## src/rtl/s16_bus_pkg.sv

```systemverilog
/*
 * System 16B bus package
 * Widths and types of the main CPU data path, strobes and banking
 */
`default_nettype none

package s16_bus_pkg;

    // CPU word address, A0 is implied by the strobes
    typedef logic [23:1] addr_t;

    typedef logic [15:0] data_t;

    // Active low, bit 1 is UDS and bit 0 is LDS
    typedef logic [1:0] dsn_t;

    // Program ROM word address after banking
    typedef logic [18:1] rom_addr_t;

    // Upper half in 5:3, lower half in 2:0
    typedef logic [5:0] tile_bank_t;

    // Read value when nothing drives the bus
    localparam data_t OPEN_BUS = 16'hffff;

endpackage

`default_nettype wire

```

## src/rtl/s16_map_pkg.sv

```systemverilog
/*
 * System 16B memory map package
 * Region numbers, board types, the select vector and the two
 * views of a CPU bus address
 */
`default_nettype none

package s16_map_pkg;

    // Region index comes from address bits 23:21
    typedef enum logic [2:0] {
        REG_ROM0 = 3'd0,
        REG_ROM1 = 3'd1,
        REG_ROM2 = 3'd2,
        REG_RAM  = 3'd3,
        REG_ORAM = 3'd4,
        REG_VRAM = 3'd5,
        REG_PAL  = 3'd6,
        REG_IO   = 3'd7
    } region_t;

    typedef enum logic [1:0] {
        BOARD_5521   = 2'd0,
        BOARD_5358S  = 2'd1,
        BOARD_5358L  = 2'd2,
        BOARD_KOREAN = 2'd3
    } board_e;

    // Field view of a word address
    typedef struct packed {
        region_t     region;
        logic [3:0]  page;     // bits 20:17
        logic        sel16;    // text RAM when set, tile RAM when clear
        logic [15:1] offset;
    } addr_fields_t;

    // Same word seen raw for ROM banking or split into fields
    typedef union packed {
        s16_bus_pkg::addr_t raw;
        addr_fields_t       f;
    } bus_addr_u;

    // One bit per external device select
    typedef struct packed {
        logic rom;
        logic ram;
        logic vram;
        logic chr;
        logic objram;
        logic pal;
        logic io;
    } dev_sel_t;

endpackage

`default_nettype wire

```

## src/rtl/cycle_if.sv

```systemverilog
/*
 * Bus cycle link
 * Carries one captured CPU cycle to the region decoder and its
 * completion and read data back
 */
`default_nettype none

interface cycle_if;
    import s16_bus_pkg::*;
    import s16_map_pkg::*;

    logic      valid;
    bus_addr_u addr;
    logic      rnw;
    dsn_t      dsn;
    data_t     wdata;
    logic      done;
    data_t     rdata;

    modport host (
        output valid, addr, rnw, dsn, wdata,
        input  done, rdata
    );

    modport target (
        input  valid, addr, rnw, dsn, wdata,
        output done, rdata
    );

endinterface

`default_nettype wire

```

## src/rtl/dev_if.sv

```systemverilog
/*
 * Device request link
 * Region decoder hands a select vector and ROM address to the
 * device port, which answers with done and the read word
 */
`default_nettype none

interface dev_if;
    import s16_bus_pkg::*;
    import s16_map_pkg::*;

    // One cycle pulse per request
    logic      start;
    // Held from start until done
    dev_sel_t  sel;
    rom_addr_t rom_addr;

    // One cycle pulse, rdata valid with it
    logic      done;
    data_t     rdata;

    modport ctrl (
        output start, sel, rom_addr,
        input  done, rdata
    );

    modport dev (
        input  start, sel, rom_addr,
        output done, rdata
    );

endinterface

`default_nettype wire

```

## src/rtl/cpu_bus_port.sv

```systemverilog
/*
 * CPU bus port
 * Four-phase req/ack slave. Captures a bus cycle, launches it to
 * the decoder and returns the read word with ack
 */
`default_nettype none

module cpu_bus_port (
    input  logic                clk,
    input  logic                rst,
    input  logic                req,
    output logic                ack,
    input  s16_bus_pkg::addr_t  addr,
    input  logic                rnw,
    input  s16_bus_pkg::dsn_t   dsn,
    input  s16_bus_pkg::data_t  wdata,
    output s16_bus_pkg::data_t  rdata,
    cycle_if.host               cyc
);

    typedef enum logic [1:0] {
        ST_IDLE,
        ST_BUSY,
        ST_ACKED
    } state_e;

    state_e state;

    always_ff @(posedge clk or posedge rst) begin
        if (rst) begin
            state     <= ST_IDLE;
            ack       <= 1'b0;
            cyc.valid <= 1'b0;
            rdata     <= '0;
        end else begin
            case (state)
                ST_IDLE: begin
                    if (req) begin
                        cyc.valid <= 1'b1;
                        state     <= ST_BUSY;
                    end
                end
                ST_BUSY: begin
                    // Decoder finished, return data and acknowledge
                    if (cyc.done) begin
                        cyc.valid <= 1'b0;
                        rdata     <= cyc.rdata;
                        ack       <= 1'b1;
                        state     <= ST_ACKED;
                    end
                end
                ST_ACKED: begin
                    // Wait for the master to release req
                    if (!req) begin
                        ack   <= 1'b0;
                        state <= ST_IDLE;
                    end
                end
                default: state <= ST_IDLE;
            endcase
        end
    end

    // Cycle attributes, stable while valid is high
    always_ff @(posedge clk) begin
        if (state == ST_IDLE && req) begin
            cyc.addr.raw <= addr;
            cyc.rnw      <= rnw;
            cyc.dsn      <= dsn;
            cyc.wdata    <= wdata;
        end
    end

endmodule

`default_nettype wire

```

## src/rtl/device_port.sv

```systemverilog
/*
 * Device port
 * Drives the chip selects, waits on the memory ready signals or a
 * fixed count and registers the read data mux
 */
`default_nettype none

module device_port #(
    parameter int FIXED_WAIT = 1
) (
    input  logic                    clk,
    input  logic                    rst,
    dev_if.dev                      dev,
    output logic                    rom_cs,
    output logic                    ram_cs,
    output logic                    vram_cs,
    output logic                    char_cs,
    output logic                    objram_cs,
    output logic                    pal_cs,
    output logic                    io_cs,
    output s16_bus_pkg::rom_addr_t  rom_addr,
    input  s16_bus_pkg::data_t      rom_data,
    input  s16_bus_pkg::data_t      ram_data,
    input  s16_bus_pkg::data_t      char_dout,
    input  s16_bus_pkg::data_t      obj_dout,
    input  s16_bus_pkg::data_t      pal_dout,
    input  logic [7:0]              io_dout,
    input  logic                    rom_ok,
    input  logic                    ram_ok
);

    import s16_bus_pkg::*;
    import s16_map_pkg::*;

    localparam int CNT_W = (FIXED_WAIT > 1) ? $clog2(FIXED_WAIT) : 1;
    localparam logic [CNT_W-1:0] WAIT_LAST = CNT_W'(FIXED_WAIT - 1);

    dev_sel_t         cs_q;
    logic [CNT_W-1:0] wait_cnt;
    logic             fixed_cs;
    logic             empty;
    logic             finish;
    data_t            read_mux;

    assign rom_cs    = cs_q.rom;
    assign ram_cs    = cs_q.ram;
    assign vram_cs   = cs_q.vram;
    assign char_cs   = cs_q.chr;
    assign objram_cs = cs_q.objram;
    assign pal_cs    = cs_q.pal;
    assign io_cs     = cs_q.io;
    assign rom_addr  = dev.rom_addr;

    assign fixed_cs = char_cs || objram_cs || pal_cs || io_cs;
    assign empty    = dev.sel == '0;

    // Late ok just keeps the select high
    assign finish = (rom_cs && rom_ok)
                 || ((ram_cs || vram_cs) && ram_ok)
                 || (fixed_cs && wait_cnt == '0);

    always_ff @(posedge clk or posedge rst) begin
        if (rst) begin
            cs_q     <= '0;
            wait_cnt <= '0;
            dev.done <= 1'b0;
        end else begin
            dev.done <= 1'b0;
            if (dev.start) begin
                cs_q     <= dev.sel;
                wait_cnt <= WAIT_LAST;
                // Nothing selected, complete right away
                dev.done <= empty;
            end else if (finish) begin
                cs_q     <= '0;
                dev.done <= 1'b1;
            end else if (fixed_cs) begin
                wait_cnt <= wait_cnt - 1'b1;
            end
        end
    end

    always_comb begin
        if (ram_cs || vram_cs) begin
            read_mux = ram_data;
        end else if (rom_cs) begin
            read_mux = rom_data;
        end else if (char_cs) begin
            read_mux = char_dout;
        end else if (pal_cs) begin
            read_mux = pal_dout;
        end else if (objram_cs) begin
            read_mux = obj_dout;
        end else if (io_cs) begin
            read_mux = {8'hff, io_dout};
        end else begin
            read_mux = OPEN_BUS;
        end
    end

    always_ff @(posedge clk) begin
        if (dev.start && empty) begin
            dev.rdata <= OPEN_BUS;
        end else if (finish) begin
            dev.rdata <= read_mux;
        end
    end

endmodule

`default_nettype wire

```

## src/rtl/region_decode.sv

```systemverilog
/*
 * Region decoder
 * Maps each cycle to a device select, forms the banked ROM address,
 * holds the tile bank register and drives the shared device bus
 */
`default_nettype none

module region_decode (
    input  logic                     clk,
    input  logic                     rst,
    input  s16_map_pkg::board_e      board,
    cycle_if.target                  cyc,
    dev_if.ctrl                      dev,
    output s16_bus_pkg::tile_bank_t  tile_bank,
    output logic [11:0]              bus_addr,
    output logic                     bus_rnw,
    output s16_bus_pkg::dsn_t        bus_dsn,
    output s16_bus_pkg::data_t       bus_dout
);

    import s16_bus_pkg::*;
    import s16_map_pkg::*;

    logic      busy;
    logic      launch;
    logic      strobe;
    logic      tbank_wr;
    logic [1:0] bank;
    region_t   region;
    dev_sel_t  next_sel;
    rom_addr_t next_rom_addr;

    assign launch   = cyc.valid && !busy;
    assign region   = cyc.addr.f.region;
    assign strobe   = cyc.dsn != 2'b11;
    assign bank     = region[1:0];
    assign tbank_wr = region == REG_ROM2 && !cyc.rnw && !cyc.dsn[0];

    always_comb begin
        next_sel = '0;
        case (region)
            REG_ROM0, REG_ROM1, REG_ROM2: next_sel.rom = cyc.rnw;
            REG_RAM:  next_sel.ram    = strobe;
            REG_ORAM: next_sel.objram = 1'b1;
            REG_VRAM: begin
                // Bit 16 splits text RAM from tile RAM
                next_sel.chr  = cyc.addr.f.sel16;
                next_sel.vram = !cyc.addr.f.sel16 && strobe;
            end
            REG_PAL:  next_sel.pal = 1'b1;
            REG_IO:   next_sel.io  = 1'b1;
            default:  next_sel = '0;
        endcase
    end

    // ROM banking per board type
    always_comb begin
        case (board)
            BOARD_5358L:  next_rom_addr = {bank, cyc.addr.raw[16:1]};
            BOARD_5358S:  next_rom_addr = {1'b0, bank, cyc.addr.raw[15:1]};
            BOARD_KOREAN: next_rom_addr = {1'b0, cyc.addr.raw[17:1]};
            default:      next_rom_addr = {bank[0], cyc.addr.raw[17:1]};
        endcase
    end

    always_ff @(posedge clk or posedge rst) begin
        if (rst) begin
            busy      <= 1'b0;
            dev.start <= 1'b0;
            dev.sel   <= '0;
            tile_bank <= '0;
        end else begin
            dev.start <= launch;
            if (launch) begin
                busy    <= 1'b1;
                dev.sel <= next_sel;
            end else if (dev.done) begin
                busy    <= 1'b0;
                dev.sel <= '0;
            end
            // A1 picks the upper half
            if (launch && tbank_wr) begin
                if (cyc.addr.raw[1]) begin
                    tile_bank[5:3] <= cyc.wdata[2:0];
                end else begin
                    tile_bank[2:0] <= cyc.wdata[2:0];
                end
            end
        end
    end

    always_ff @(posedge clk) begin
        if (launch) begin
            dev.rom_addr <= next_rom_addr;
        end
    end

    assign cyc.done  = dev.done;
    assign cyc.rdata = dev.rdata;

    // Shared bus, write strobes only active during a write cycle
    assign bus_addr = cyc.addr.raw[12:1];
    assign bus_rnw  = cyc.rnw || !cyc.valid;
    assign bus_dsn  = cyc.dsn | {2{bus_rnw}};
    assign bus_dout = cyc.wdata;

endmodule

`default_nettype wire

```

## src/rtl/s16_main_bus.sv

```systemverilog
/*
 * System 16B main bus controller
 * Req/ack CPU port, region decoder and device port
 */
`default_nettype none

module s16_main_bus #(
    parameter int FIXED_WAIT = 1
) (
    input  logic                     clk,
    input  logic                     rst,

    // Bus master
    input  logic                     req,
    output logic                     ack,
    input  s16_bus_pkg::addr_t       addr,
    input  logic                     rnw,
    input  s16_bus_pkg::dsn_t        dsn,
    input  s16_bus_pkg::data_t       wdata,
    output s16_bus_pkg::data_t       rdata,

    input  s16_map_pkg::board_e      board,

    // Device selects and data
    output logic                     rom_cs,
    output logic                     ram_cs,
    output logic                     vram_cs,
    output logic                     char_cs,
    output logic                     objram_cs,
    output logic                     pal_cs,
    output logic                     io_cs,
    output s16_bus_pkg::rom_addr_t   rom_addr,
    input  s16_bus_pkg::data_t       rom_data,
    input  s16_bus_pkg::data_t       ram_data,
    input  s16_bus_pkg::data_t       char_dout,
    input  s16_bus_pkg::data_t       obj_dout,
    input  s16_bus_pkg::data_t       pal_dout,
    input  logic [7:0]               io_dout,
    input  logic                     rom_ok,
    input  logic                     ram_ok,

    // Shared device bus
    output s16_bus_pkg::tile_bank_t  tile_bank,
    output logic [11:0]              bus_addr,
    output logic                     bus_rnw,
    output s16_bus_pkg::dsn_t        bus_dsn,
    output s16_bus_pkg::data_t       bus_dout
);

    cycle_if u_cyc ();
    dev_if   u_dev ();

    cpu_bus_port u_cpu_bus_port (
        .clk   (clk),
        .rst   (rst),
        .req   (req),
        .ack   (ack),
        .addr  (addr),
        .rnw   (rnw),
        .dsn   (dsn),
        .wdata (wdata),
        .rdata (rdata),
        .cyc   (u_cyc.host)
    );

    region_decode u_region_decode (
        .clk       (clk),
        .rst       (rst),
        .board     (board),
        .cyc       (u_cyc.target),
        .dev       (u_dev.ctrl),
        .tile_bank (tile_bank),
        .bus_addr  (bus_addr),
        .bus_rnw   (bus_rnw),
        .bus_dsn   (bus_dsn),
        .bus_dout  (bus_dout)
    );

    device_port #(
        .FIXED_WAIT (FIXED_WAIT)
    ) u_device_port (
        .clk       (clk),
        .rst       (rst),
        .dev       (u_dev.dev),
        .rom_cs    (rom_cs),
        .ram_cs    (ram_cs),
        .vram_cs   (vram_cs),
        .char_cs   (char_cs),
        .objram_cs (objram_cs),
        .pal_cs    (pal_cs),
        .io_cs     (io_cs),
        .rom_addr  (rom_addr),
        .rom_data  (rom_data),
        .ram_data  (ram_data),
        .char_dout (char_dout),
        .obj_dout  (obj_dout),
        .pal_dout  (pal_dout),
        .io_dout   (io_dout),
        .rom_ok    (rom_ok),
        .ram_ok    (ram_ok)
    );

endmodule

`default_nettype wire

```

## config.mk

```make
export PLATFORM = sky130hd
export DESIGN_NAME = s16_main_bus
export DESIGN_NICKNAME = d
export VERILOG_FILES = /design/src/rtl/s16_bus_pkg.sv /design/src/rtl/s16_map_pkg.sv /design/src/rtl/cycle_if.sv /design/src/rtl/dev_if.sv /design/src/rtl/cpu_bus_port.sv /design/src/rtl/device_port.sv /design/src/rtl/region_decode.sv /design/src/rtl/s16_main_bus.sv
export SDC_FILE = /design/constraint.sdc
export NUM_CORES = 1
export LEC_CHECK = 0
export BUFFER_PORTS_ARGS = -buffer_cell sky130_fd_sc_hd__buf_4
export CAP_MARGIN = 25
export CORE_ASPECT_RATIO = 1.5
export CORE_MARGIN = 8
export CORE_UTILIZATION = 30
export CTS_CLUSTER_DIAMETER = 80
export DETAILED_ROUTE_END_ITERATION = 8
export HOLD_SLACK_MARGIN = 0.02
export PLACE_DENSITY = 0.62
export SYNTH_ARGS = -nofsm -noshare
export SYNTH_HDL_FRONTEND = slang
export SYNTH_SLANG_ARGS = --single-unit
```

## constraint.sdc

```tcl
create_clock -name clk -period 7.3 [get_ports clk]
set_input_delay 0 -clock clk [delete_from_list [all_inputs] [get_ports clk]]
set_output_delay 0 -clock clk [all_outputs]
set_load 0.02 [all_outputs]
```

# Yosys cells after proc, flatten, opt, wreduce, memory -nomap -nowiden
# Index checks and enable logic that the tools add are counted.
word_totals:
  output_inout_bits: 79
  regBits: 120
classes:
  n_mux: 33
  bitwise: 3
  n_reduce_logical: 38
  eq_ne: 17
  addsub: 1
op_table:
  columns: ["op", "count"]
  rows:
  - ["16-bit 2-to-1 mux", 5]
  - ["18-bit one-hot mux with 3 select lines", 1]
  - ["7-bit 2-to-1 mux", 4]
  - ["1-bit 2-to-1 mux", 15]
  - ["3-bit == test, second input constant", 4]
  - ["1-bit logical AND", 10]
  - ["2-bit nonzero test", 5]
  - ["3-bit AND reduction", 3]
  - ["2-bit 2-to-1 mux", 4]
  - ["8-bit 2-to-1 mux", 1]
  - ["2-bit != test, second input constant", 4]
  - ["2-bit AND reduction", 4]
  - ["7-bit zero test", 1]
  - ["1-bit logical OR", 7]
  - ["2-bit == test, second input constant", 3]
  - ["3-bit by 2-bit == test with 1-bit output, second input constant", 2]
  - ["2-bit one-hot mux with 3 select lines", 1]
  - ["1-bit zero test", 5]
  - ["2-bit by 1-bit == test with 1-bit output, second input constant", 2]
  - ["1-bit one-hot mux with 2 select lines", 2]
  - ["3-bit by 1-bit == test with 1-bit output, second input constant", 1]
  - ["3-bit zero test", 1]
  - ["3-bit OR reduction", 1]
  - ["2-bit zero test", 1]
  - ["4 further kinds", 5]

# Longest topological paths before layout
depth:
  depth_word: 7
  depth_mapped: 6
  ltp_nobuf: 4

# Hierarchy
# Synthesis repeated with hierarchy kept, for this count alone.
unflattened:
  hier_cells: 403
  hier_area_um2: 5434.0
modules_own_cells:
  columns: ["module", "area_each_um2", "n_inst", "cells_each"]
  rows:
  - ["cpu_bus_port", 2069.5, 1, 94]
  - ["device_port", 1749.2, 1, 186]
  - ["region_decode", 1615.3, 1, 123]

# Worst setup path before layout
# No wires, ideal clock.
synth_timing:
  kind: "register to register"
  start: "register u_cpu_bus_port.state[0]"
  end: "register u_cpu_bus_port.cyc.addr[0] (enable)"
  setup_slack_ns: 3.427
  required_ns: 6.806
  period_less_slack_ns: 3.873
  setup_ns: 0.494
  stages_incl_launch_ff: 2
  t_arrival_ns: 3.379
  cell_sequence: "dfrtp_1 -> nor3b_1"
synth_between:
  elab_chain_cells: 2
synth_lines:
  columns: ["element", "line", "rtl"]
  rows:
  - ["start, declared", "cpu_bus_port.sv:27", "state_e state;"]
  - ["start signal, assigned", "cpu_bus_port.sv:31", "state <= ST_IDLE;"]
  - ["start signal, assigned", "cpu_bus_port.sv:40", "state <= ST_BUSY;"]
  - ["start signal, assigned", "cpu_bus_port.sv:49", "state <= ST_ACKED;"]
  - ["2-bit zero test", "cpu_bus_port.sv:66", "if (state == ST_IDLE && req) begin"]
  - ["1-bit logical AND", "cpu_bus_port.sv:66", null]
  - ["end, declared", "cycle_if.sv:21", "output valid, addr, rnw, dsn, wdata,"]
# Every way passes these cells.
# A chain may end at the register's enable or synchronous reset.

# Final worst setup path
layout_timing:
  start: "register u_device_port.cs_q, in the netlist u_device_port.pal_cs"
  end: "register u_device_port.wait_cnt"
layout_between:
  elab_chain_cells: 6
  elab_cells_between_ends: 7
layout_lines:
  columns: ["element", "line", "rtl"]
  rows:
  - ["start, declared", "device_port.sv:38", "dev_sel_t cs_q;"]
  - ["start signal, assigned", "device_port.sv:70", "cs_q <= dev.sel;"]
  - ["1-bit logical OR * (2 in a row)", "device_port.sv:54", "assign fixed_cs = char_cs || objram_cs || pal_cs || io_cs;"]
  - ["1-bit logical AND", "device_port.sv:60", "|| (fixed_cs && wait_cnt == '0);"]
  - ["1-bit logical OR", "device_port.sv:60", null]
  - ["2-bit != test (no source line)", null, null]
  - ["2-bit AND reduction (no source line) *", null, null]
  - ["end signal, assigned", "device_port.sv:78", "wait_cnt <= wait_cnt - 1'b1;"]
  - ["end, declared", "device_port.sv:39", "logic [CNT_W-1:0] wait_cnt;"]
# Mark *: on every way between the ends. The rest lies on a longest branch, timed or not.

==> results by group <==
GRT
  • Largest net degree at the start of global routing: 45
  • First-pass GRT wire length: 24500 µm
  • GRT Residual Overflow: 0
  • Initial antenna violation count: 0
  • Number of global-route vias before repair: ~4600
  • Total track usage: 0.149

Power and ir drop
  • Pwr/cell area: 399 nW/µm²
  • Worst ir drop on vdd: about 0.21 mV
  • Leak: between 0.003 and 0.004 µW

Layout
  • Most frequent cells in the layout: 215 x buf_4, 62 x dlygate4sd3_1, 57 x edfxtp_1
  • Ant diodes: 0
  • Fin nets: ~760
  • Commonest non-fill, non-tap cell in the layout: buf_4
  • Fillcell total: 1433
  • Synth-to-layout area growth: 58.9%
  • Final Instance Count excl. Fillers: 840
  • Multi-input gate area: 1480 µm²
  • Share of cells above drive strength 1: 0.456
  • Register Area: ~3100 µm²

Clocking
  • Clock sink total: 117
  • Post-cts sizing count: 0
  • Clock latency on the worst-skew pair: 0.40 ns
  • CTS tree: yes
  • H-tree depth: 4
  • Clk Tree Root Cell: clkbuf_16
  • Clock Path Buffers: 2
  • Num CTS Buffers: 17
  • Reg clk slew, reported paths: ~0.06 ns

Die
  • Die W: about 120 µm
  • Number of cell rows: 57
  • Die area: around 21000 µm²
  • Chip height: 173 µm
  • Core box area: ~16000 µm²
  • Ports: about 220
  • Starting Density: 0.305

Placement
  • Placed cells: 744
  • IO buf count: 212
  • Pre-CTS setup slack: 5.23 ns
  • GPL Wtd Cong: approximately 0.74
  • Detailed Place HPWL: 11300 µm

Timing
  • Hold Vio Cnt, Final: 0
  • Worst Max-Slew Pin Slew: 0.875 ns
  • Period utilization: 0.284
  • Final Setup Violations: 0
  • Setup ws final: 5.22 ns
  • Rel. slew slack: 0.415
  • Clock Skew: approximately 0.016 ns
  • Min Tclk post-route: 2.08 ns
  • Max Freq: 482 MHz
  • Final Max Tran Viols: 0
  • Setup tns final: 0 ns
  • RSZ-0062 raised after global routing: no

Drt
  • DR top layer: met4
  • DRC viols: 0
  • M1 WL: 5740 µm
  • Met3 routed WL: 1800 µm
  • DR vias: ~4100
  • Final WL: 15600 µm
  • Initial DRC Count: 174
  • Vias/cell: 4.83
  • Antenna Nets Post-Route: 0
  • Wire per inst: 18.5 µm
  • WL met2: 7920 µm
  • DRT Pass-1 Iters: 4

Synthesis
  • Syn Nets: 492
  • Sequential area share after synthesis: 0.638
  • Synthesis Warnings: 0
  • Syn Std Cell Area: 4910 µm²
  • Library cells used by synthesis: 50
  • Synthesized instance count: ~360
  • Syn Area/Cell: ~14 µm²
  • Seq cells post-synth: around 120

Critical path
  • Startpoint Class: register
  • Worst r2r dst: u_device_port.wait_cnt$_DFFE_PP0P_
  • Worst Path Required: roughly 7.6 ns
  • Critical path class: reg2reg
  • Path depth of the worst reg2reg path: 4
  • Crit. End Element: register
  • Reg2reg start: u_device_port.pal_cs$_DFFE_PP0P_
  • Critical path origin: u_device_port.pal_cs$_DFFE_PP0P_
  • CP arrival: about 2.4 ns
  • Crit path max fanout: 21
  • Reg2Reg Setup Slack: 5.22 ns
  • Crit path to: u_device_port.wait_cnt$_DFFE_PP0P_

Min path
  • Worst min path class: in2reg

Job
  • Max_cap viols: 0

Outcome
  • Outcome: finished clean
[report_power, final]
part / switching, µW / total, µW / internal, µW
clock network: 306 / 761 / 455
registers: 142 / 1060 / 915
logic: 718 / 1290 / 576
total: 1170 / 3110 / 1950
[cells by family after synthesis]
| logic type | after synthesis | synth area share |
|---|---|---|
| flops | 117 | 0.638 |
| compound gates | 94 | 0.164 |
| simple gates | 63 | 0.0782 |
| buf+inv | 56 | 0.0627 |
| mux | 25 | 0.0566 |
[registers in the layout (all words and copies together), names as in the netlist, 2 cells and up]
name,count
u_region_decode.dev.sel,7
u_cpu_bus_port.rdata,16
u_cpu_bus_port.cyc.wdata,16
u_device_port.dev.rdata,16
u_cpu_bus_port.cyc.dsn,2
u_cpu_bus_port.cyc.addr,20
u_region_decode.tile_bank,6
u_region_decode.dev.rom_addr,18
u_cpu_bus_port.state,2
[through the flow]
| step | instance area, µm² | total power, µW | hold slack [ns] | utilization |
|---|---|---|---|---|
| final | 7800 | 3110 | 0.101 | 0.484 |
| after global routing | 7800 | 3300 | 0.113 | 0.484 |
| after CTS | 7750 | 3140 | 0.105 | 0.481 |
| after detailed placement | 6580 | 2330 | 0.179 | 0.408 |
| after global placement | 6570 | 2290 | 0.178 | 0.407 |
| after floorplan | 4910 | 1880 | 0.0989 | - |
[worst min-delay path by stage]
stage | from | to | slack, ns | cells past startpoint
4_1_cts | rom_data[15] | u_device_port.dev.rdata[15]$_SDFFE_PP1P_ | 0.11 | 4
5_1_grt | rst | u_region_decode.tile_bank[0]$_DFFE_PP0P_ | 0.11 | 3
3_3_place_gp | addr[8] | u_cpu_bus_port.cyc.addr[8]$_DFFE_PP_ | 0.18 | 1
3_5_place_dp | addr[10] | u_cpu_bus_port.cyc.addr[10]$_DFFE_PP_ | 0.18 | 1
2_1_floorplan | addr[0] | u_cpu_bus_port.cyc.addr[0]$_DFFE_PP_ | 0.1 | 0
6_report | rom_data[15] | u_device_port.dev.rdata[15]$_SDFFE_PP1P_ | 0.10 | 4
[metal layers]
layer | GRT usage | vias to the layer above
li1 | - | 1895
met1 | 0.152 | 1954
met2 | 0.259 | 200
met3 | 0.0743 | 8
met4 | 0.0476 | 0
met5 | 0 | -
[area by class of cell]
type | count | area share
sequential | 117 | 0.402
inverter | 23 | 0.0111
timing repair buffer | 280 | 0.294
multi-input combinational | 182 | 0.189
tap | 206 | 0.0330
clock inverter | 14 | 0.0128
clock buffer | 18 | 0.0577
[critical path, stage by stage (launching register included)]
cell and delay (ns):
dfrtp_1 0.80, nor4_2 0.16, a221o_1 0.29, dlygate4sd3_1 0.55, and3b_1 0.16
[Yosys cell counts, drive strengths merged]
library cell | n | area share
mux2 | 22 | 0.050
o22a | 1 | 0.0018
nand4 | 2 | 0.0025
a221o | 1 | 0.0020
o21ai | 8 | 0.0082
buf | 26 | 0.039
a21o | 2 | 0.0031
dfxtp | 16 | 0.065
o221ai | 8 | 0.014
nand2 | 12 | 0.010
o2bb2ai | 1 | 0.0018
a21oi | 11 | 0.011
and3b | 2 | 0.0036
a22o | 8 | 0.014
nand3 | 2 | 0.0020
and2b | 1 | 0.0015
nor2 | 7 | 0.0069
and2 | 15 | 0.019
o211ai | 1 | 0.0025
nor3b | 1 | 0.0015
dfrtp | 44 | 0.22
clkbuf | 7 | 0.0056
o311ai | 8 | 0.014
or2 | 3 | 0.0038
a221oi | 24 | 0.049
edfxtp | 57 | 0.35
nor4b | 1 | 0.0018
nor2b | 4 | 0.0066
inv | 23 | 0.018
o32a | 15 | 0.031
and4b | 1 | 0.0020
nand2b | 10 | 0.013
nor4 | 2 | 0.0038
a211oi | 1 | 0.0015
mux2i | 3 | 0.0061
o31ai | 1 | 0.0015
o211a | 1 | 0.0020
a32o | 3 | 0.0061
[repair_timing]
| item | 4_1_cts | 5_1_grt |
|---|---|---|
| hold buffers | 62 | 0 |
| hold endpoints to repair | 106 | 0 |
| buffers inserted | 0 | 0 |
Note: power is estimated with default switching activity, not from simulation.
